### src/aesDecrypt_settings.svh
`ifndef AES_DECRYPT_SETTINGS_SVH
`define AES_DECRYPT_SETTINGS_SVH

`define AES_NB          16      // Bytes per block.
`define AES_NROWS       4       // Rows per state column.
`define AES_NROUNDS     10      // AES-128 round count.

// Cycles to wait for done before a run is declared hung.
`define AES_TB_TIMEOUT  100

`endif

### src/aesDecrypt_pkg.sv
`include "aesDecrypt_settings.svh"

package aesDecrypt_pkg;

    typedef logic [7:0]                   aesByte_t;
    typedef aesByte_t [`AES_NB-1:0]       aesBlock_t;     // Byte 0 is the first FIPS byte.
    typedef logic [31:0]                  aesWord_t;
    typedef logic [3:0]                   roundIdx_t;

    typedef enum logic [2:0]
    {
        IDLE,
        EXPAND,
        INITKEY,
        SUBSHIFT,
        ADDKEY,
        MIXCOL,
        FINISH
    } decState_t;

    ////////////////////
    // Entry 0 of each substitution table is leftmost.
    ////////////////////

    localparam aesByte_t [0:255] sbox = {
        128'h637c777bf26b6fc53001672bfed7ab76, 128'hca82c97dfa5947f0add4a2af9ca472c0,
        128'hb7fd9326363ff7cc34a5e5f171d83115, 128'h04c723c31896059a071280e2eb27b275,
        128'h09832c1a1b6e5aa0523bd6b329e32f84, 128'h53d100ed20fcb15b6acbbe394a4c58cf,
        128'hd0efaafb434d338545f9027f503c9fa8, 128'h51a3408f929d38f5bcb6da2110fff3d2,
        128'hcd0c13ec5f974417c4a77e3d645d1973, 128'h60814fdc222a908846eeb814de5e0bdb,
        128'he0323a0a4906245cc2d3ac629195e479, 128'he7c8376d8dd54ea96c56f4ea657aae08,
        128'hba78252e1ca6b4c6e8dd741f4bbd8b8a, 128'h703eb5664803f60e613557b986c11d9e,
        128'he1f8981169d98e949b1e87e9ce5528df, 128'h8ca1890dbfe6426841992d0fb054bb16
    };

    localparam aesByte_t [0:255] invSbox = {
        128'h52096ad53036a538bf40a39e81f3d7fb, 128'h7ce339829b2fff87348e4344c4dee9cb,
        128'h547b9432a6c2233dee4c950b42fac34e, 128'h082ea16628d924b2765ba2496d8bd125,
        128'h72f8f66486689816d4a45ccc5d65b692, 128'h6c704850fdedb9da5e154657a78d9d84,
        128'h90d8ab008cbcd30af7e45805b8b34506, 128'hd02c1e8fca3f0f02c1afbd0301138a6b,
        128'h3a9111414f67dcea97f2cfcef0b4e673, 128'h96ac7422e7ad3585e2f937e81c75df6e,
        128'h47f11a711d29c5896fb7620eaa18be1b, 128'hfc563e4bc6d279209adbc0fe78cd5af4,
        128'h1fdda8338807c731b11210592780ec5f, 128'h60517fa919b54a0d2de57a9f93c99cef,
        128'ha0e03b4dae2af5b0c8ebbb3c83539961, 128'h172b047eba77d626e169146355210c7d
    };

    // Multiply by x in GF(2^8) modulo x^8 + x^4 + x^3 + x + 1.
    function automatic aesByte_t xtime(input aesByte_t b);
        return {b[6:0], 1'b0} ^ (b[7] ? 8'h1b : 8'h00);
    endfunction

endpackage

### src/mod_dec_mixColumns.sv
`include "aesDecrypt_settings.svh"

module mod_dec_mixColumns
(
    input  logic                      clk,
    input  logic                      resetn,
    input  logic                      wr_en,
    input  aesDecrypt_pkg::aesBlock_t inp_mC,
    output aesDecrypt_pkg::aesBlock_t outp_mC
);
    import aesDecrypt_pkg::*;

    // InvMixColumns from FIPS 197, matrix rows {0e, 0b, 0d, 09} rotated per output row.
    function automatic aesBlock_t invMixColumns(input aesBlock_t blk);
        aesBlock_t                res;
        aesByte_t                 x2;
        aesByte_t                 x4;
        aesByte_t                 x8;
        aesByte_t [`AES_NROWS-1:0] m9;
        aesByte_t [`AES_NROWS-1:0] mB;
        aesByte_t [`AES_NROWS-1:0] mD;
        aesByte_t [`AES_NROWS-1:0] mE;
        for (int c = 0; c < `AES_NB / `AES_NROWS; c++)
        begin
            for (int r = 0; r < `AES_NROWS; r++)
            begin
                x2 = xtime(blk[c*`AES_NROWS + r]);
                x4 = xtime(x2);
                x8 = xtime(x4);
                m9[r] = x8 ^ blk[c*`AES_NROWS + r];
                mB[r] = x8 ^ x2 ^ blk[c*`AES_NROWS + r];
                mD[r] = x8 ^ x4 ^ blk[c*`AES_NROWS + r];
                mE[r] = x8 ^ x4 ^ x2;
            end
            for (int r = 0; r < `AES_NROWS; r++)
            begin
                res[c*`AES_NROWS + r] = mE[r] ^ mB[(r+1) % `AES_NROWS]
                                      ^ mD[(r+2) % `AES_NROWS] ^ m9[(r+3) % `AES_NROWS];
            end
        end
        return res;
    endfunction

    always_ff @(posedge clk or negedge resetn)
    begin
        if (!resetn)
        begin
            outp_mC <= '0;
        end
        else if (wr_en)
        begin
            outp_mC <= invMixColumns(inp_mC);   // Captured once the key add is ready.
        end
    end

endmodule

### config.mk
export PLATFORM = sky130hd
export DESIGN_NAME = mod_dec_mixColumns
export DESIGN_NICKNAME = d
export VERILOG_FILES = /design/src/aesDecrypt_pkg.sv /design/src/mod_dec_mixColumns.sv
export VERILOG_INCLUDE_DIRS = /design/src
export SDC_FILE = /design/constraint.sdc
export NUM_CORES = 1
export LEC_CHECK = 0
export ABC_AREA = 1
export BUFFER_PORTS_ARGS = -buffer_cell sky130_fd_sc_hd__buf_4
export CAP_MARGIN = 40
export CORE_MARGIN = 2
export CORE_UTILIZATION = 44
export DETAILED_ROUTE_END_ITERATION = 8
export SYNTH_ARGS = -nofsm -noshare
export SYNTH_HDL_FRONTEND = slang
export SYNTH_SLANG_ARGS = --single-unit
### constraint.sdc
create_clock -name clk -period 0.8 [get_ports clk]
set_input_delay 0.08 -clock clk [delete_from_list [all_inputs] [get_ports clk]]
set_output_delay 0.08 -clock clk [all_outputs]
set_load 0.01 [all_outputs]
==> summary.md, run 1 <==
| Metric | Value |
|---|---|
| Row count | `75` |
| Root Buffer | `clkbuf_16` |
| Syn_nets | `3,224` |
| Syn_area_per_cell | `6.067 µm²` |
| Post-synthesis sequential area ratio | `0.1707` |
| Synthesis-stage register bit count | `128` |
| H-tree depth | `4` |
| Max Root-Sink Buffers | `2` |
| CTS Buf Count | `17` |
| Area contributors post-synth | `nand2_1 29%, xor2_1 17%, dfrtp_1 17%` |
| Total gr overflow | `4` |
| Synth area leader | `nand2_1` |
| Post-synth top area share | `0.2920` |
| Num ports | `259` |
| Detailed Place HPWL | `61.19 mm` |
| Failed at | `5_1_grt` |
| Worst ep type | `output port` |
| RD Place Congestion | `0.9800` |
| Die height | `210.5 µm` |
| DP Area | `27,760 µm²` |
| Status | `aborted with a tool error` |
| Synth unique cells | `36` |
| CTS Sinks | `128` |
| I/O Buffers | `258` |
| GRT Total Usage | `0.6919` |
| Largest net degree at the start of global routing | `44` |
| Synth Cell Area | `18,770 µm²` |
| Worst endpoint from the post-global-route timing repair | `outp_mC[4]` |
| Die width | `210.5 µm` |
| Synth Warn # | `0` |
| Error msg | `[ERROR GRT-0232] Routing congestion too high. Check the congestion heatmap in the GUI.` |
| Synth Instances | `3,093` |
| Initial Util | `0.4464` |
cell usage after synthesis, drive strengths merged:
library cell / n
dfrtp: 128
inv: 316
and2: 1
clkinv: 2
nand2: 1518
nor2: 23
nand3b: 22
o21bai: 5
xor2: 391
nand3: 303
o21ai: 32
nand2b: 10
clkbuf: 27
a21o: 1
a21oi: 4
buf: 77
or2: 21
nand4: 12
xnor2: 200
logic make-up after synthesis:
| group | synth area share |
|---|---|
| buffers and inverters | 0.09868 |
| AO/OA/AOI/OAI | 0.01200 |
| AND/OR/NAND/NOR | 0.4224 |
| flip-flops | 0.1707 |
| XOR/XNOR | 0.2962 |
per-layer routing:
layer | overflow | track usage
met1 | 0 | 0.6589
met4 | 2 | 0.7455
met3 | 0 | 0.4803
met5 | 0 | 0.1246
met2 | 2 | 0.9273
through the flow:
stage	setup TNS, ns	hold WS (ns)	setup WS (ns)	cells
floorplan	-47.77	-0.2156	-0.4935	3093
detailed placement	-86.82	-0.07848	-0.8558	4360
CTS	-47.30	-0.02870	-0.3810	4527
global placement	-83.65	-0.07716	-0.7931	4360
what timing repair did:
action	4_1_cts
endpoints found under the hold margin	128
buffers inserted	138
hold buffers	1
pin swaps	608
gates cloned	3
setup endpoints to repair	256
resized for setup	1160
==> run 2: changes to the inputs <==
--- a/config.mk
+++ b/config.mk
@@ -10,8 +10,9 @@
 export BUFFER_PORTS_ARGS = -buffer_cell sky130_fd_sc_hd__buf_4
 export CAP_MARGIN = 40
 export CORE_MARGIN = 2
-export CORE_UTILIZATION = 44
+export CORE_UTILIZATION = 29
 export DETAILED_ROUTE_END_ITERATION = 8
+export PLACE_DENSITY_LB_ADDON = 0.15
 export SYNTH_ARGS = -nofsm -noshare
 export SYNTH_HDL_FRONTEND = slang
 export SYNTH_SLANG_ARGS = --single-unit
==> summary.md, run 2 <==
| Metric | Value |
|---|---|
| Status | `complete, but fails checks` |
| Failing checks | `negative setup slack` |
| Detailed Place HPWL | `63.57 mm (+3.9%)` |
| Reg-to-Reg End | `outp_mC[101]$_DFFE_PN0P_` |
| Crit path DAT | `1.09 ns` |
| Fin crit period | `1.172 ns` |
| Fin Setup TNS | `-52.33 ns` |
| Pre-CTS setup slack | `-0.8599 ns (-0.004021 ns)` |
| CP max stage cell | `dfrtp_1` |
| Fmax | `0.8534 GHz` |
| Fraction of layout instances using a drive strength above 1 | `0.6340` |
| Max Root-Sink Buffers | `2 (unchanged)` |
| Area contributors post-synth | `nand2_1 29%, xor2_1 17%, dfrtp_1 17%` |
| Post-synthesis compound-gate area fraction | `0.01200 (unchanged)` |
| Area Overhead vs Synth | `119.5%` |
| Delay-heaviest family, CP | `flip-flops` |
| Largest registers | `outp_mC: 128 flops` |
| Rel. slew slack | `0.6813` |
| Reg2reg path depth | `4` |
| Synth Area in XOR/XNOR | `0.2962 (unchanged)` |
| Reg2reg start | `outp_mC[101]$_DFFE_PN0P_` |
| Unrepaired setup endpoints after global routing | `yes` |
| Peak supply drop | `0.001266 V` |
| CP Max Fanout | `2` |
| Num ports | `259 (unchanged)` |
| Hold path depth | `6` |
| Clock Pin Slew Worst Setup and Hold Paths | `0.07 ns` |
| Clock power frac | `0.138` |
| Sw power | `28.18 mW` |
| Final Max Slew Viols | `0` |
| Syn_nets | `3,224 (unchanged)` |
| FILL cells | `5,095` |
| Commonest cells after routing, fill and taps aside | `781 x nand2_1, 635 x buf_4, 381 x nand2_2` |
| 1st-iter DRT viols | `1,093` |
| Initial antenna violation count | `0` |
| Sequential share of power | `0.161` |
| Fin worst setup slack | `-0.3718 ns` |
| I/O Buffers | `258 (unchanged)` |
| Worst stage delay on the critical path | `0.46 ns` |
| PwrDens | `1541 nW/µm²` |
| Global-route wire length before repair | `126.9 mm` |
| Vias per inst | `4.626` |
| Diodes inserted | `0` |
| Largest net degree at the start of global routing | `51` |
| Most common cell after layout, fill and taps aside | `nand2_1` |
| Net Sw Frac | `0.4441` |
| Clock Latency Late Sink | `0.47 ns` |
| Pleak | `20.29 nW` |
| Synth Cell Area | `18,770 µm² (unchanged)` |
| Synthesis-stage register bit count | `128 (unchanged)` |
| WS Path Type | `flop to primary output` |
| Max_cap viols | `0` |
| Root Buffer | `clkbuf_16` |
| Total gr overflow | `0` |
| Comb power frac | `0.701` |
| Most used DFF post-synth | `dfrtp_1` |
| Synth unique cells | `36 (unchanged)` |
| CTS Buf Count | `17 (unchanged)` |
| Design Power | `63.46 mW` |
| Endpoints failing setup | `254` |
| Synth Area in Simple Gates | `0.4224 (unchanged)` |
| Synth Warn # | `0 (unchanged)` |
| # nets final | `4,227` |
| Fin. Hold Viols | `0` |
| Post-synthesis sequential area ratio | `0.1707 (unchanged)` |
| Top reg by flops | `outp_mC` |
| Number of global-route vias before repair | `22,200` |
| Mux cell area share after synthesis | `0 (unchanged)` |
| Worst setup SP type | `flop` |
| Transition time of the tightest slew-check pin | `0.4747 ns` |
| CTS Sinks | `128 (unchanged)` |
| Wire per inst | `17.82 µm` |
| Die width | `258.4 µm (+23%)` |
| Final wirelength | `88.45 mm` |
| Hold WS | `0.08794 ns` |
| Synth area leader | `nand2_1` |
| Placed insts | `4,693 (+7.6%)` |
| Commonest cells in the netlist | `1,460 x nand2_1, 372 x xor2_1, 303 x nand3_1, 288 x inv_1, 180 x xnor2_1` |
| Period utilization | `1.465` |
| Cell Int Power | `35.28 mW` |
| RD Place Congestion | `0.9129 (-6.8%)` |
| Layout Skew | `0 ns` |
| DR DRC count | `0` |
| Share of flip-flops with an asynchronous set or reset | `1.000 (unchanged)` |
| Max reg flops | `128` |
| Origin of the worst setup path | `outp_mC[22]$_DFFE_PN0P_` |
| Initial Util | `0.2922 (-0.1542)` |
| Crit path depth | `1` |
| Synth Instances | `3,093 (unchanged)` |
| EDFF count, synth | `0 (unchanged)` |
| Post-Layout Cell Count | `4,964` |
| Worst R2R Setup Slack | `-0.09 ns` |
| Syn_area_per_cell | `6.067 µm² (unchanged)` |
| GRT Total Usage | `0.2473` |
| Count leader, synth | `nand2_1` |
| Core footprint | `64,230 µm²` |
| TritonCTS clock tree | `built` |
| Main combinational cell family by area after synthesis | `simple AND/OR/NAND/NOR gates` |
| Post-DRT Antenna Nets | `0` |
| Vias after detailed routing | `22,960` |
| H-tree depth | `4 (unchanged)` |
| Post-synth top area share | `0.2920 (unchanged)` |
| Die height | `258.4 µm (+23%)` |
| CP endpoint kind | `primary output` |
| HP Class | `primary input to flop` |
| Adder-cell share of the synthesized area | `0 (unchanged)` |
| Worst path required time | `0.72 ns` |
| 1st-pass router iterations | `5` |
| Row count | `93 (+24%)` |
| CP Cell Sequence | `buf_6` |
| Die Area | `66,760 µm²` |
| Critical Path Sink | `outp_mC[22]` |
| CP bufs+invs | `1` |
run 2: cell counts after synthesis:
Identical to the previous run, type by type.
run 2: power groups by stage:
stage | logic [mW] | clock network [mW] | registers [mW]
after floorplan | 16.7 | 0 | 10.6
after CTS | 38.6 | 9.00 | 10.2
after global routing | 47.7 | 9.22 | 10.4
after detailed placement | 30.2 | 0 | 9.96
final | 44.5 | 8.73 | 10.2
after global placement | 30.0 | 0 | 9.98
run 2: routing by layer:
layer	vias up	part of all wire	global-route usage
met4	0	0.034	0.08012
li1	11230	-	-
met1	11000	0.41	0.3165
met5	-	0	0
met3	159	0.046	0.03912
met2	575	0.51	0.4245
run 2: kinds of logic (layout without fill, tap and decap cells):
logic type	count (synthesis)	in the layout
buffers and inverters	422	1437
DFF	128	128
xor gates and xnor gates	591	591
and+or+nand+nor	1910	1911
AOI/OAI and AO/OA	42	42
run 2: stage by stage:
step | instance area [µm²] | utilization
2_1_floorplan | 21790 | -
3_3_place_gp | 28260 | 0.4400
3_5_place_dp | 28260 | 0.4400
4_1_cts | 36510 | 0.5684
5_1_grt | 41190 | 0.6413
6_report | 41190 | 0.6413
run 2: worst min path at each step:
stage	end	from	slack (ns)
floorplan	outp_mC[0]$_DFFE_PN0P_	resetn	-0.22
global placement	outp_mC[91]$_DFFE_PN0P_	resetn	0.04
detailed placement	outp_mC[91]$_DFFE_PN0P_	resetn	0.04
CTS	outp_mC[60]$_DFFE_PN0P_	inp_mC[44]	0.05
global route	outp_mC[67]$_DFFE_PN0P_	resetn	0.10
finish	outp_mC[106]$_DFFE_PN0P_	inp_mC[122]	0.09
run 2: layout make-up:
| type | count | area, µm² | share of cell area |
|---|---|---|---|
| multi-input combinational | 2544 | 23480 | 0.5700 |
| timing repair buffer | 1087 | 11040 | 0.2680 |
| sequential | 128 | 3204 | 0.07779 |
| inverter | 318 | 1792 | 0.04350 |
| tap | 855 | 1070 | 0.02597 |
| clock buffer | 17 | 425.4 | 0.01033 |
| clock inverter | 15 | 183.9 | 0.004465 |
run 2: worst reg2reg max path, stage by stage, from the launching register on:
cell and delay, ns:
dfrtp_1 0.41, buf_4 0.15, buf_4 0.12, nand2_1 0.05
nand2_1 0.05
run 2: repair_timing:
item / 4_1_cts / 5_1_grt
endpoints found under the setup margin: 256 / 256
setup buffers: 161 / 90
resized for setup: 1323 / 806
hold endpoints to repair: 128 / 0
cloned: 7 / 1
hold buffers: 1 / 0
pin swaps: 737 / 673
(Power assumes the default switching activity.)
==> run 3: changes to the inputs <==
--- a/config.mk
+++ b/config.mk
@@ -10,7 +10,7 @@
 export BUFFER_PORTS_ARGS = -buffer_cell sky130_fd_sc_hd__buf_4
 export CAP_MARGIN = 40
 export CORE_MARGIN = 2
-export CORE_UTILIZATION = 29
+export CORE_UTILIZATION = 55
 export DETAILED_ROUTE_END_ITERATION = 8
 export PLACE_DENSITY_LB_ADDON = 0.15
 export SYNTH_ARGS = -nofsm -noshare
==> summary.md, run 3 <==
| Metric | Value |
|---|---|
| Synth area leader | `nand2_1` |
| Post-CTS setup buffers | `187 (+16%)` |
| CTS Sinks | `128 (unchanged)` |
| Num ports | `259 (unchanged)` |
| Die height | `188.7 µm (-27%)` |
| Failed at | `4_1_cts` |
| RD Place Congestion | `1.021 (+12%)` |
| Status | `aborted with a tool error` |
| Post-synth top area share | `0.2920 (unchanged)` |
| I/O Buffers | `258 (unchanged)` |
| Post-cts repair resize count | `1,434 (+8.4%)` |
| Root Buffer | `clkbuf_16` |
| Synth Cell Area | `18,770 µm² (unchanged)` |
| Die width | `188.7 µm (-27%)` |
| Row count | `67 (-28%)` |
| Synthesis-stage register bit count | `128 (unchanged)` |
| Cts hold-fix bufs | `1 (unchanged)` |
| Share of flip-flops with an asynchronous set or reset | `1.000 (unchanged)` |
| H-tree depth | `4 (unchanged)` |
| CTS Buf Count | `17 (unchanged)` |
| Area contributors post-synth | `nand2_1 29%, xor2_1 17%, dfrtp_1 17%` |
| Max Root-Sink Buffers | `2 (unchanged)` |
| Detailed Place HPWL | `60.07 mm (-5.5%)` |
| Synth Instances | `3,093 (unchanged)` |
| Synth Warn # | `0 (unchanged)` |
| Commonest cells in the netlist | `1,460 x nand2_1, 372 x xor2_1, 303 x nand3_1, 288 x inv_1, 180 x xnor2_1` |
| Count leader, synth | `nand2_1` |
| Synth unique cells | `36 (unchanged)` |
| Post-synthesis sequential area ratio | `0.1707 (unchanged)` |
| Error msg | `[ERROR DPL-0038] Utilization greater than 100%, impossible to legalize` |
| Syn_area_per_cell | `6.067 µm² (unchanged)` |
| Initial Util | `0.5596 (+0.2675)` |
| DP Area | `27,010 µm² (-4.4%)` |
| Most used DFF post-synth | `dfrtp_1` |
| EDFF count, synth | `0 (unchanged)` |
| Syn_nets | `3,224 (unchanged)` |
[run 3: cell counts after synthesis]
No cell type changed its count.
[run 3: logic make-up after synthesis]
group | after synthesis | share of synthesized area
xor+xnor | 591 | 0.2962
compound gates | 42 | 0.01200
buf+inv | 422 | 0.09868
simple gates | 1910 | 0.4224
flops | 128 | 0.1707
[run 3: stage by stage]
step	setup TNS [ns]	hold WS, ns	worst slack [ns]	instances
after floorplan	-47.77	-0.2156	-0.4935	3093
after global placement	-80.67	-0.03136	-0.7943	4199
after detailed placement	-86.75	-0.03147	-0.8422	4199
