==> src/aesDecrypt_settings.svh <==
`ifndef AES_DECRYPT_SETTINGS_SVH
`define AES_DECRYPT_SETTINGS_SVH

`define AES_NB          16      // Bytes per block.
`define AES_NROWS       4       // Rows per state column.
`define AES_NROUNDS     10      // AES-128 round count.

// Cycles to wait for done before a run is declared hung.
`define AES_TB_TIMEOUT  100

`endif

==> src/aesDecrypt_pkg.sv <==
`include "aesDecrypt_settings.svh"

package aesDecrypt_pkg;

    typedef logic [7:0]                   aesByte_t;
    typedef aesByte_t [`AES_NB-1:0]       aesBlock_t;     // Byte 0 is the first FIPS byte.
    typedef logic [31:0]                  aesWord_t;
    typedef logic [3:0]                   roundIdx_t;

    typedef enum logic [2:0]
    {
        IDLE,
        EXPAND,
        INITKEY,
        SUBSHIFT,
        ADDKEY,
        MIXCOL,
        FINISH
    } decState_t;

    ////////////////////
    // Entry 0 of each substitution table is leftmost.
    ////////////////////

    localparam aesByte_t [0:255] sbox = {
        128'h637c777bf26b6fc53001672bfed7ab76, 128'hca82c97dfa5947f0add4a2af9ca472c0,
        128'hb7fd9326363ff7cc34a5e5f171d83115, 128'h04c723c31896059a071280e2eb27b275,
        128'h09832c1a1b6e5aa0523bd6b329e32f84, 128'h53d100ed20fcb15b6acbbe394a4c58cf,
        128'hd0efaafb434d338545f9027f503c9fa8, 128'h51a3408f929d38f5bcb6da2110fff3d2,
        128'hcd0c13ec5f974417c4a77e3d645d1973, 128'h60814fdc222a908846eeb814de5e0bdb,
        128'he0323a0a4906245cc2d3ac629195e479, 128'he7c8376d8dd54ea96c56f4ea657aae08,
        128'hba78252e1ca6b4c6e8dd741f4bbd8b8a, 128'h703eb5664803f60e613557b986c11d9e,
        128'he1f8981169d98e949b1e87e9ce5528df, 128'h8ca1890dbfe6426841992d0fb054bb16
    };

    localparam aesByte_t [0:255] invSbox = {
        128'h52096ad53036a538bf40a39e81f3d7fb, 128'h7ce339829b2fff87348e4344c4dee9cb,
        128'h547b9432a6c2233dee4c950b42fac34e, 128'h082ea16628d924b2765ba2496d8bd125,
        128'h72f8f66486689816d4a45ccc5d65b692, 128'h6c704850fdedb9da5e154657a78d9d84,
        128'h90d8ab008cbcd30af7e45805b8b34506, 128'hd02c1e8fca3f0f02c1afbd0301138a6b,
        128'h3a9111414f67dcea97f2cfcef0b4e673, 128'h96ac7422e7ad3585e2f937e81c75df6e,
        128'h47f11a711d29c5896fb7620eaa18be1b, 128'hfc563e4bc6d279209adbc0fe78cd5af4,
        128'h1fdda8338807c731b11210592780ec5f, 128'h60517fa919b54a0d2de57a9f93c99cef,
        128'ha0e03b4dae2af5b0c8ebbb3c83539961, 128'h172b047eba77d626e169146355210c7d
    };

    // Multiply by x in GF(2^8) modulo x^8 + x^4 + x^3 + x + 1.
    function automatic aesByte_t xtime(input aesByte_t b);
        return {b[6:0], 1'b0} ^ (b[7] ? 8'h1b : 8'h00);
    endfunction

endpackage

==> src/mod_dec_control.sv <==
`include "aesDecrypt_settings.svh"

module mod_dec_control
(
    input  logic                      clk,
    input  logic                      resetn,
    input  logic                      start,
    input  aesDecrypt_pkg::aesBlock_t cipherText,
    input  aesDecrypt_pkg::aesBlock_t subOut,
    input  aesDecrypt_pkg::aesBlock_t mcOut,
    input  aesDecrypt_pkg::aesBlock_t roundKey,
    input  logic                      expandDone,
    output logic                      expandStart,
    output aesDecrypt_pkg::roundIdx_t keyIdx,
    output logic                      subWr,
    output aesDecrypt_pkg::aesBlock_t subIn,
    output logic                      mcWr,
    output aesDecrypt_pkg::aesBlock_t mcIn,
    output aesDecrypt_pkg::aesBlock_t plainText,
    output logic                      busy,
    output logic                      done
);
    import aesDecrypt_pkg::*;

    decState_t curState;
    decState_t nextState;
    roundIdx_t roundCnt;
    aesBlock_t stateBlk;
    aesBlock_t addKeyBlk;
    aesBlock_t plainReg;

    ////////////////////
    // Round sequencing.
    ////////////////////
    always_comb
    begin
        nextState = curState;
        case (curState)
            IDLE:     if (start) nextState = EXPAND;
            EXPAND:   if (expandDone) nextState = INITKEY;
            INITKEY:  nextState = SUBSHIFT;
            SUBSHIFT: nextState = (roundCnt == '0) ? FINISH : ADDKEY;   // Last round skips the mix.
            ADDKEY:   nextState = MIXCOL;
            MIXCOL:   nextState = SUBSHIFT;
            FINISH:   nextState = IDLE;
            default:  nextState = IDLE;
        endcase
    end

    always_ff @(posedge clk or negedge resetn)
    begin
        if (!resetn)
        begin
            curState <= IDLE;
            roundCnt <= '0;
            plainReg <= '0;
        end
        else
        begin
            curState <= nextState;
            if (curState == IDLE && start)
                roundCnt <= roundIdx_t'(`AES_NROUNDS);
            else if (curState == INITKEY || curState == MIXCOL)
                roundCnt <= roundCnt - 4'd1;
            if (curState == FINISH)
                plainReg <= addKeyBlk;
        end
    end

    // Cipher state register.
    always_ff @(posedge clk)
    begin
        case (curState)
            IDLE:    if (start) stateBlk <= cipherText;
            INITKEY: stateBlk <= stateBlk ^ roundKey;
            MIXCOL:  stateBlk <= mcOut;
            default: ;
        endcase
    end

    assign addKeyBlk = subOut ^ roundKey;
    assign expandStart = (curState == IDLE) && start;
    assign keyIdx = roundCnt;
    assign subWr = (curState == SUBSHIFT);
    assign subIn = stateBlk;
    assign mcWr = (curState == ADDKEY);
    assign mcIn = addKeyBlk;
    assign busy = (curState != IDLE);
    assign done = (curState == FINISH);
    assign plainText = done ? addKeyBlk : plainReg;     // Valid in the done cycle, held after.

    // A run ends with a single done 40 cycles after its start cycle.
    assert property (@(posedge clk) disable iff (!resetn)
                     done |-> $past(busy, 39) && !$past(busy, 40));

endmodule

==> config.mk <==
export PLATFORM = sky130hd
export DESIGN_NAME = mod_dec_control
export DESIGN_NICKNAME = d
export VERILOG_FILES = /design/src/aesDecrypt_pkg.sv /design/src/mod_dec_control.sv
export VERILOG_INCLUDE_DIRS = /design/src
export SDC_FILE = /design/constraint.sdc
export NUM_CORES = 1
export LEC_CHECK = 0
export BUFFER_PORTS_ARGS = -buffer_cell sky130_fd_sc_hd__buf_2
export CAP_MARGIN = 20
export CORE_AREA = 2 2 358 360
export CTS_BUF_LIST = sky130_fd_sc_hd__clkbuf_4
export DETAILED_ROUTE_END_ITERATION = 12
export DIE_AREA = 0 0 360 362
export GPL_TIMING_DRIVEN = 1
export PLACE_DENSITY = 0.32
export SLEW_MARGIN = 25
export SYNTH_ARGS = -nofsm -noshare
export SYNTH_HDL_FRONTEND = slang
export SYNTH_SLANG_ARGS = --single-unit
==> constraint.sdc <==
create_clock -name clk -period 4.1 [get_ports clk]
set_input_delay 0.615 -clock clk [delete_from_list [all_inputs] [get_ports clk]]
set_output_delay 0.615 -clock clk [all_outputs]
set_load 0.02 [all_outputs]
Yosys cells after proc, flatten, opt, wreduce, memory -nomap -nowiden
Cells that the tools add are included.
Widths: inputs -> output; s select.
Storage, ports and cells
  memory bits (writable): 0
  logic and storage cells: 64
  latch bits: 0
  bits in registers: 263
  output and inout port bits: 393
  input bits: 516
  memories kept: 0
  ROM bits: 0
Operators by class
  $mul: 0
  bitwise gates (word level): 2
  order comparisons: 0
  muxes and demuxes: 9
  shift-type cells: 0
  divide/modulo/power cells: 0
  equality and inequality tests: 8
  reductions and logical operators: 10
  add/subtract/negate cells: 1
Operators by type and width (count)
  $pmux 128 s3: 1
  $mux 128: 2
  $xor 128x128->128: 2
  $pmux 3 s5: 1
  $eq 3x3->1 const B: 3
  $mux 4: 2
  $eq 3x2->1 const B: 2
  $mux 3: 2
  $reduce_bool 3->1: 2
  $logic_not 4->1: 1
  $ne 2x2->1 const B: 2
  $reduce_and 2->1: 2
  $sub 4x1->4 const B: 1
  $eq 3x1->1 const B: 1
  $logic_not 3->1: 1
  $mux 2: 1
  $reduce_bool 2->1: 1
  $reduce_or 2->1: 1
  $logic_and 1x1->1: 1
  $logic_or 1x1->1: 1

Depth between registers and ports, before layout
Gate-level depths: netlist of the first run.
  word-level depth: 4
  mapped depth: 7
  mapped depth without buffers: 4

Worst setup path after synthesis of the first run
Ideal clock, no wire load.
  path type: reg-to-reg
  start point: reg curState[2]
  end point: reg stateBlk (netlist bit subIn[0]) (enable)
  slack: -0.258 ns
  period minus slack after synthesis: 4.358 ns
  stages on the path, launching flop included: 7
  buffers on the path: 3
  required time: 2.989 ns
  arrival: 3.247 ns
  library setup time: 1.111 ns
  cell sequence: dfrtp_1 and3b_1 buf_4 nor2_2 buf_2 buf_6 nand2_1
Between the ends
  cells in the longest elaborated chain, start to end: 3
  elaborated cells on any way between the ends: 6
  those cells by class: eq/ne (3); reduce/logical (3)
Ends and longest elaborated chain
  start, declared: RTL line mod_dec_control.sv:25  | decState_t curState;
  start signal, assigned: RTL line mod_dec_control.sv:60  | curState <= nextState;
  $eq 3x2->1, or another cell as far along: RTL line mod_dec_control.sv:73  | case (curState)
  $reduce_bool 3->1 (no line) / $ne 2x2->1 (equally long branches)
  $reduce_and 2->1 (no line) *
  end signal, assigned: RTL line mod_dec_control.sv:74  | IDLE: if (start) stateBlk <= cipherText;
  end signal, assigned: RTL line mod_dec_control.sv:75  | INITKEY: stateBlk <= stateBlk ^ roundKey;
  end signal, assigned: RTL line mod_dec_control.sv:76  | MIXCOL: stateBlk <= mcOut;
  end, declared: RTL line mod_dec_control.sv:28  | aesBlock_t stateBlk;
Mark *: on every way between the ends. The rest lies on a longest branch, timed or not.
A chain may end at the register's enable or synchronous reset.

==> flow_metrics.py, run 1 <==
metrics = {
    "die": {
        "fp-row-count": 131,
        "die_h_um": 362,
        "initial_utilization_pct": 10.5,
        "dieArea_mm2": 0.130,
        "ios": 909,
        "die_x_um": 360,
        "core_mm2": 0.127,
    },
    "timing": {
        "setup_viol": 0,
        "grt_setup_unrepaired": "false",
        "finalMaxSlewViolations": 0,
        "final.setup.tns_ps": 0,
        "skew_ps": 56.3,
        "hold_ws_ps": 216,
        "max_slew_margin_pct": 36.3,
        "fin_crit_ps": 3600,
        "fin_crit_sh_pct": 87.9,
        "fmax_ghz": 0.277,
        "tightest_slew_ps": 953,
        "hold_viol": 0,
    },
    "synth": {
        "ys_warn_count": 0,
        "yosysTopAreaCell": "edfxtp_1",
        "yosysUniqueCellTypes": 34,
        "synth_top_flop_cell": "dfrtp_1",
        "syn-cell-area_mm2": 0.0134,
        "syn-instance-count": 1275,
        "synth-seq-area-share_pct": 54.1,
        "synth.area.top_cells": "edfxtp_1 29%, dfrtp_1 25%, nand2_1 11%",
        "synthArstFlopShare_pct": 51.3,
        "syn_nets": 1793,
        "synth_edf_count": 128,
        "synth.avg_cell_area_um2": 10.5,
        "synth_top_area_share_pct": 28.8,
        "ys_seq_elements": 263,
    },
    "layout": {
        "fin_cells": 4469,
        "drive_gt1_share_pct": 39.3,
        "fillers": 14300,
        "fin_nets": 3247,
        "area_growth_pct": 95.8,
        "final_util_pct": 20.6,
    },
    "pwr": {
        "switching_share_pct": 44.0,
        "power_frac_seq_pct": 29.6,
        "p_switching_w": 0.00779,
        "intPower_w": 0.00992,
        "power_frac_comb_pct": 53.1,
        "p_per_area_mw_per_mm2": 677,
        "peakVddDrop_mv": 0.351,
        "power_leakage_nw": 12.1,
        "power_frac_clock_pct": 17.3,
    },
    "detailed_routing": {
        "vias": 15400,
        "antenna_left": 0,
        "drt_iter0_markers": 800,
        "routed_wl_mm": 77.7,
        "vias_per_cell": 3.46,
        "drcViolationCount": 0,
        "first_pass_iters": 5,
        "wire_per_inst_um": 17.4,
    },
    "setup_path": {
        "path_buf_inv": 3,
        "reg2reg_depth": 6,
        "cp.depth": 6,
        "crit_slowest_cell": "inv_4",
        "reg2reg_from": "curState[1]",
        "cp.arrival_ps": 2990,
        "startpoint": "curState[0]",
        "cp_data_required_time_ps": 3480,
        "cp_max_fo": 35,
        "cp_common_cell": "nand2_1",
        "path_cells": "nand3b_1 -> inv_4 -> buf_12 -> nand2_1 -> nand2_1 -> buf_2",
        "crit_path_end_kind": "output pin",
        "startpoint_type": "flip-flop",
        "critical_path_class": "flip-flop to output pin",
        "slowest_delay_ps": 530,
        "crit_family": "buffers and inverters",
    },
    "clock_network": {
        "numCtsBuffers": 88,
        "cts_resized": 0,
        "cts_buffer_depth": 3,
        "htreeDepth": 3,
        "cts-root-buf": "clkbuf_4",
        "path_clk_slew_ps": 60,
        "clock_latency_ps": 920,
        "cts_tree": "done",
        "clkSinkCount": 263,
    },
    "place": {
        "gp_congestion": 0.838,
        "dp_cells": 3801,
        "place_hpwl_mm": 57.7,
        "port_buffers": 908,
    },
    "global_route": {
        "track_usage_pct": 11.5,
        "grt_pass1_wl_mm": 110,
        "grt.overflow.total": 0,
        "antenna_found_initial": 14,
        "grt_max_degree": 129,
        "grt_pass1_vias": 16400,
    },
    "min_path": {
        "min_from": "roundKey[94]",
        "whs_path_depth": 4,
        "worstHoldPathType": "input port to flip-flop",
    },
    "outcome": {
        "outcome": "complete, no violations",
    },
    "flow_run": {
        "drv_cap": 0,
    },
}
[registers in the layout (all words and copies together), names as in the netlist]
signal / cells
curState: 3
keyIdx: 4
subIn: 128
plainReg: 128
[worst reg2reg max path, stage by stage (launching register included)]
cell and delay (ps):
dfrtp_1 540, and3b_4 350, nor2_4 520, buf_4 370, buf_4 620, a221o_1 350, dlygate4sd3_1 550
[power by group through the flow]
| stage | logic [W] | registers [W] | clock network (W) |
|---|---|---|---|
| 2_1_floorplan | 0.00408 | 0.00600 | 0 |
| 3_3_place_gp | 0.00838 | 0.00527 | 0 |
| 3_5_place_dp | 0.00832 | 0.00527 | 0 |
| 4_1_cts | 0.00954 | 0.00526 | 0.00329 |
| 5_1_grt | 0.0101 | 0.00542 | 0.00343 |
| 6_report | 0.00940 | 0.00524 | 0.00307 |
[metal layers]
metal	up-vias	GRT usage [%]	part of all wire (%)
li1	7347	-	-
met1	7308	12.8	39
met2	649	20.0	50
met3	131	3.49	7.1
met4	12	5.49	3.8
met5	-	0	0.10
[worst paths after layout]
kind | endpoint | slack [ps]
worst max register to register | subIn[37] | 620
worst max-delay path | plainText[86] | 500
worst min register to register | plainReg[49] | 460
min in group asynchronous | plainReg[18] | 270
worst min-delay path | plainReg[94] | 220
max in group asynchronous | plainReg[80] | 3070
[cell usage after synthesis, types with 3 or more instances]
library cell / instances
buf_6: 13
buf_2: 31
nor3_1: 4
xor2_1: 128
dfrtp_1: 135
clkbuf_1: 26
nor2_1: 131
edfxtp_1: 128
o21ai_0: 5
a221o_1: 128
xnor2_1: 128
buf_1: 3
inv_1: 3
nand2_1: 387
[what timing repair did]
action,4_1_cts,5_1_grt
setup buffers,0,0
endpoints found under the hold margin,360,0
hold buffers,500,0
[cells in the final DEF, fill, tap and decap left out, drive strengths merged, types with 2 or more instances in the layout]
master	netlist	layout
a21oi	2	2
a221o	128	128
buf	49	939
clkbuf	26	147
clkinv	0	12
clkinvlp	0	2
dfrtp	135	135
diode	0	6
dlygate4sd3	0	500
edfxtp	128	128
ha	2	2
inv	4	4
mux2i	2	2
nand2	387	387
nand3b	2	2
nor2	132	132
nor3	4	4
nor3b	2	2
o21ai	5	5
xnor2	128	128
xor2	128	128
[cell families after synthesis]
family | count (synthesis) | share of synthesized area, %
simple gates | 534 | 15.4
mux | 2 | 0.150
xor+xnor | 256 | 16.8
flops | 263 | 54.1
buf+inv | 79 | 3.30
compound gates | 139 | 10.1
fa+ha+maj | 2 | 0.187
[final cells by class]
| type | count | area (µm²) | area share [%] |
|---|---|---|---|
| Sequential cell | 263 | 7220 | 27.6 |
| Tap cell | 1662 | 2080 | 7.95 |
| Clock inverter | 15 | 97.6 | 0.373 |
| Timing Repair Buffer | 1439 | 9900 | 37.9 |
| Multi-Input combinational cell | 933 | 5720 | 21.9 |
| Antenna cell | 6 | 15.0 | 0.0574 |
| Inverter | 4 | 17.5 | 0.0670 |
| Clock buffer | 147 | 1100 | 4.22 |
[through the flow]
step	worst slack (ps)	total power, W	instance area, µm²
6_report	496	0.0177	26200
4_1_cts	138	0.0181	26100
3_3_place_gp	1240	0.0136	19900
2_1_floorplan	1030	0.0101	13400
3_5_place_dp	1160	0.0136	19900
5_1_grt	48.3	0.0190	26200
Power figures use the tool's default switching activity.
==> run 2, diff against run 1 <==
--- a/config.mk
+++ b/config.mk
@@ -8,12 +8,12 @@
 export LEC_CHECK = 0
 export BUFFER_PORTS_ARGS = -buffer_cell sky130_fd_sc_hd__buf_2
 export CAP_MARGIN = 20
-export CORE_AREA = 2 2 358 360
+export CORE_AREA = 2 2 356 358
 export CTS_BUF_LIST = sky130_fd_sc_hd__clkbuf_4
 export DETAILED_ROUTE_END_ITERATION = 12
-export DIE_AREA = 0 0 360 362
+export DIE_AREA = 0 0 358 360
 export GPL_TIMING_DRIVEN = 1
-export PLACE_DENSITY = 0.32
+export PLACE_DENSITY = 0.31
 export SLEW_MARGIN = 25
 export SYNTH_ARGS = -nofsm -noshare
 export SYNTH_HDL_FRONTEND = slang
==> constraint.sdc (replaced) <==
create_clock -name clk -period 4.2 [get_ports clk]
set_input_delay 0.63 -clock clk [delete_from_list [all_inputs] [get_ports clk]]
set_output_delay 0.63 -clock clk [all_outputs]
set_load 0.02 [all_outputs]
==> flow_metrics.py, run 2 (synthesized netlist as in run 1, its figures left out) <==
metrics = {
    "outcome": {
        "outcome": "complete, no violations",
    },
    "clock_network": {
        "numCtsBuffers": 91,
        "post_cts_buffers": 0,
        "cts_buffer_depth": 3,
        "cts_resized": 0,
        "path_clk_slew_ps": 60,
        "cts-root-buf": "clkbuf_4",
        "cts_tree": "done",
        "clkSinkCount": 263,
        "hold_buffers": 505,
        "htreeDepth": 3,
        "clock_latency_ps": 920,
    },
    "place": {
        "dpl-instance-area_mm2": 0.0199,
        "port_buffers": 908,
        "gp_congestion": 0.867,
        "place_hpwl_mm": 57.1,
    },
    "global_route": {
        "grt_pass1_wl_mm": 109,
        "track_usage_pct": 11.4,
        "grt_pass1_vias": 16700,
        "grt_max_degree": 74,
        "antenna_found_initial": 5,
        "grt.overflow.total": 0,
    },
    "die": {
        "dieArea_mm2": 0.129,
        "die_x_um": 358,
        "fp-row-count": 130,
        "core_mm2": 0.125,
        "ios": 909,
        "initial_utilization_pct": 10.7,
        "die_h_um": 360,
    },
    "pwr": {
        "peakVddDrop_mv": 0.498,
        "p_per_area_mw_per_mm2": 662,
        "power_leakage_nw": 12.1,
    },
    "layout": {
        "stdcell_area_mm2": 0.0262,
        "fin_nets": 3245,
        "drive_gt1_share_pct": 39.1,
        "area_growth_pct": 96.2,
        "final_common_cell": "buf_2",
        "final_cell_mix": "907 x buf_2, 505 x dlygate4sd3_1, 386 x nand2_1, 151 x clkbuf_4, 135 x dfrtp_1",
    },
    "setup_path": {
        "worst-r2r-setup-slack_ps": 1220,
        "cp_data_required_time_ps": 3570,
        "cp_max_fo": 28,
        "startpoint_type": "flip-flop",
        "critical_path_class": "flip-flop to output pin",
        "cp.arrival_ps": 2980,
        "crit_path_end_kind": "output pin",
    },
    "detailed_routing": {
        "antenna_left": 0,
        "routed_wl_mm": 76.4,
        "wire_per_inst_um": 17.1,
        "drcViolationCount": 0,
        "drt_iter0_markers": 605,
        "first_pass_iters": 5,
        "vias_per_cell": 3.49,
        "vias": 15500,
    },
    "timing": {
        "fin_crit_sh_pct": 85.9,
        "final.setup.tns_ps": 0,
        "hold_viol": 0,
        "skew_ps": 35.4,
        "max_slew_margin_pct": 37.6,
        "fmax_ghz": 0.277,
        "tightest_slew_ps": 932,
        "grt_setup_unrepaired": "false",
        "fin_crit_ps": 3610,
        "finalMaxSlewViolations": 0,
        "setup_viol": 0,
    },
    "flow_run": {
        "drv_cap": 0,
    },
    "min_path": {
        "worstHoldPathType": "input port to flip-flop",
    },
}
-- run 2: changes by cell type in the layout (fill, tap and decap cells not counted) --
cell	before	now
clkbuf_4	147	151
clkinv_1	9	10
inv_2	1	2
bufinv_16	1	2
clkinv_2	2	0
buf_12	9	12
diode_2	6	4
dlygate4sd3_1	500	505
buf_4	22	9
-- run 2: worst paths after layout --
kind,cells after the start,start,endpoint
hold / removal,4,roundKey[123],plainReg[123]
setup reg to reg,5,curState[0],subIn[70]
min in group asynchronous,2,resetn,plainReg[12]
max in group asynchronous,3,resetn,plainReg[56]
setup / recovery,7,curState[0],plainText[23]
hold reg to reg,2,plainReg[49],plainReg[49]
-- run 2: per-stage QoR --
step,total power (W),setup WS (ps),utilization [%],cells,hold WS [ps]
after floorplan,0.00984,1130,-,1275,334
after global placement,0.0132,1550,15.9,3779,451
after detailed placement,0.0132,1500,15.9,3779,455
after CTS,0.0177,261,21.0,4451,2.19
after global routing,0.0186,186,21.0,4454,68.6
final,0.0173,593,21.0,4455,237
-- run 2: power by group --
group | internal, W | total [W] | leakage (nW) | switching, W
logic | 0.00365 | 0.00914 | 8.54 | 0.00549
registers | 0.00441 | 0.00508 | 2.81 | 0.000669
clock network | 0.00173 | 0.00313 | 0.747 | 0.00140
-- run 2: critical path: stages, from the launching register on --
cell	delay (ps)
dfrtp_1	520
nand3b_1	360
inv_4	340
buf_12	250
buf_12	200
nand2_1	70
nand2_1	80
buf_2	180
-- run 2: layout make-up --
class | instances | area (µm²)
Antenna cell | 4 | 10.0
Clock buffer | 151 | 1130
Clock inverter | 16 | 125
Fill cell | 14100 | 98700
Inverter | 4 | 17.5
Multi-Input combinational cell | 933 | 5720
Sequential cell | 263 | 7220
Tap cell | 1650 | 2060
Timing Repair Buffer | 1434 | 9910
-- run 2: per-layer routing --
| metal | part of all wire (%) | GRT usage (%) | routed length, µm | up-vias |
|---|---|---|---|---|
| met4 | 4.3 | 5.87 | 3260 | 2 |
| met5 | 0.017 | 0 | 13 | - |
| met3 | 6.7 | 3.16 | 5100 | 130 |
| met2 | 51 | 20.3 | 38700 | 632 |
| met1 | 38 | 12.3 | 29300 | 7437 |
| li1 | - | - | - | 7338 |
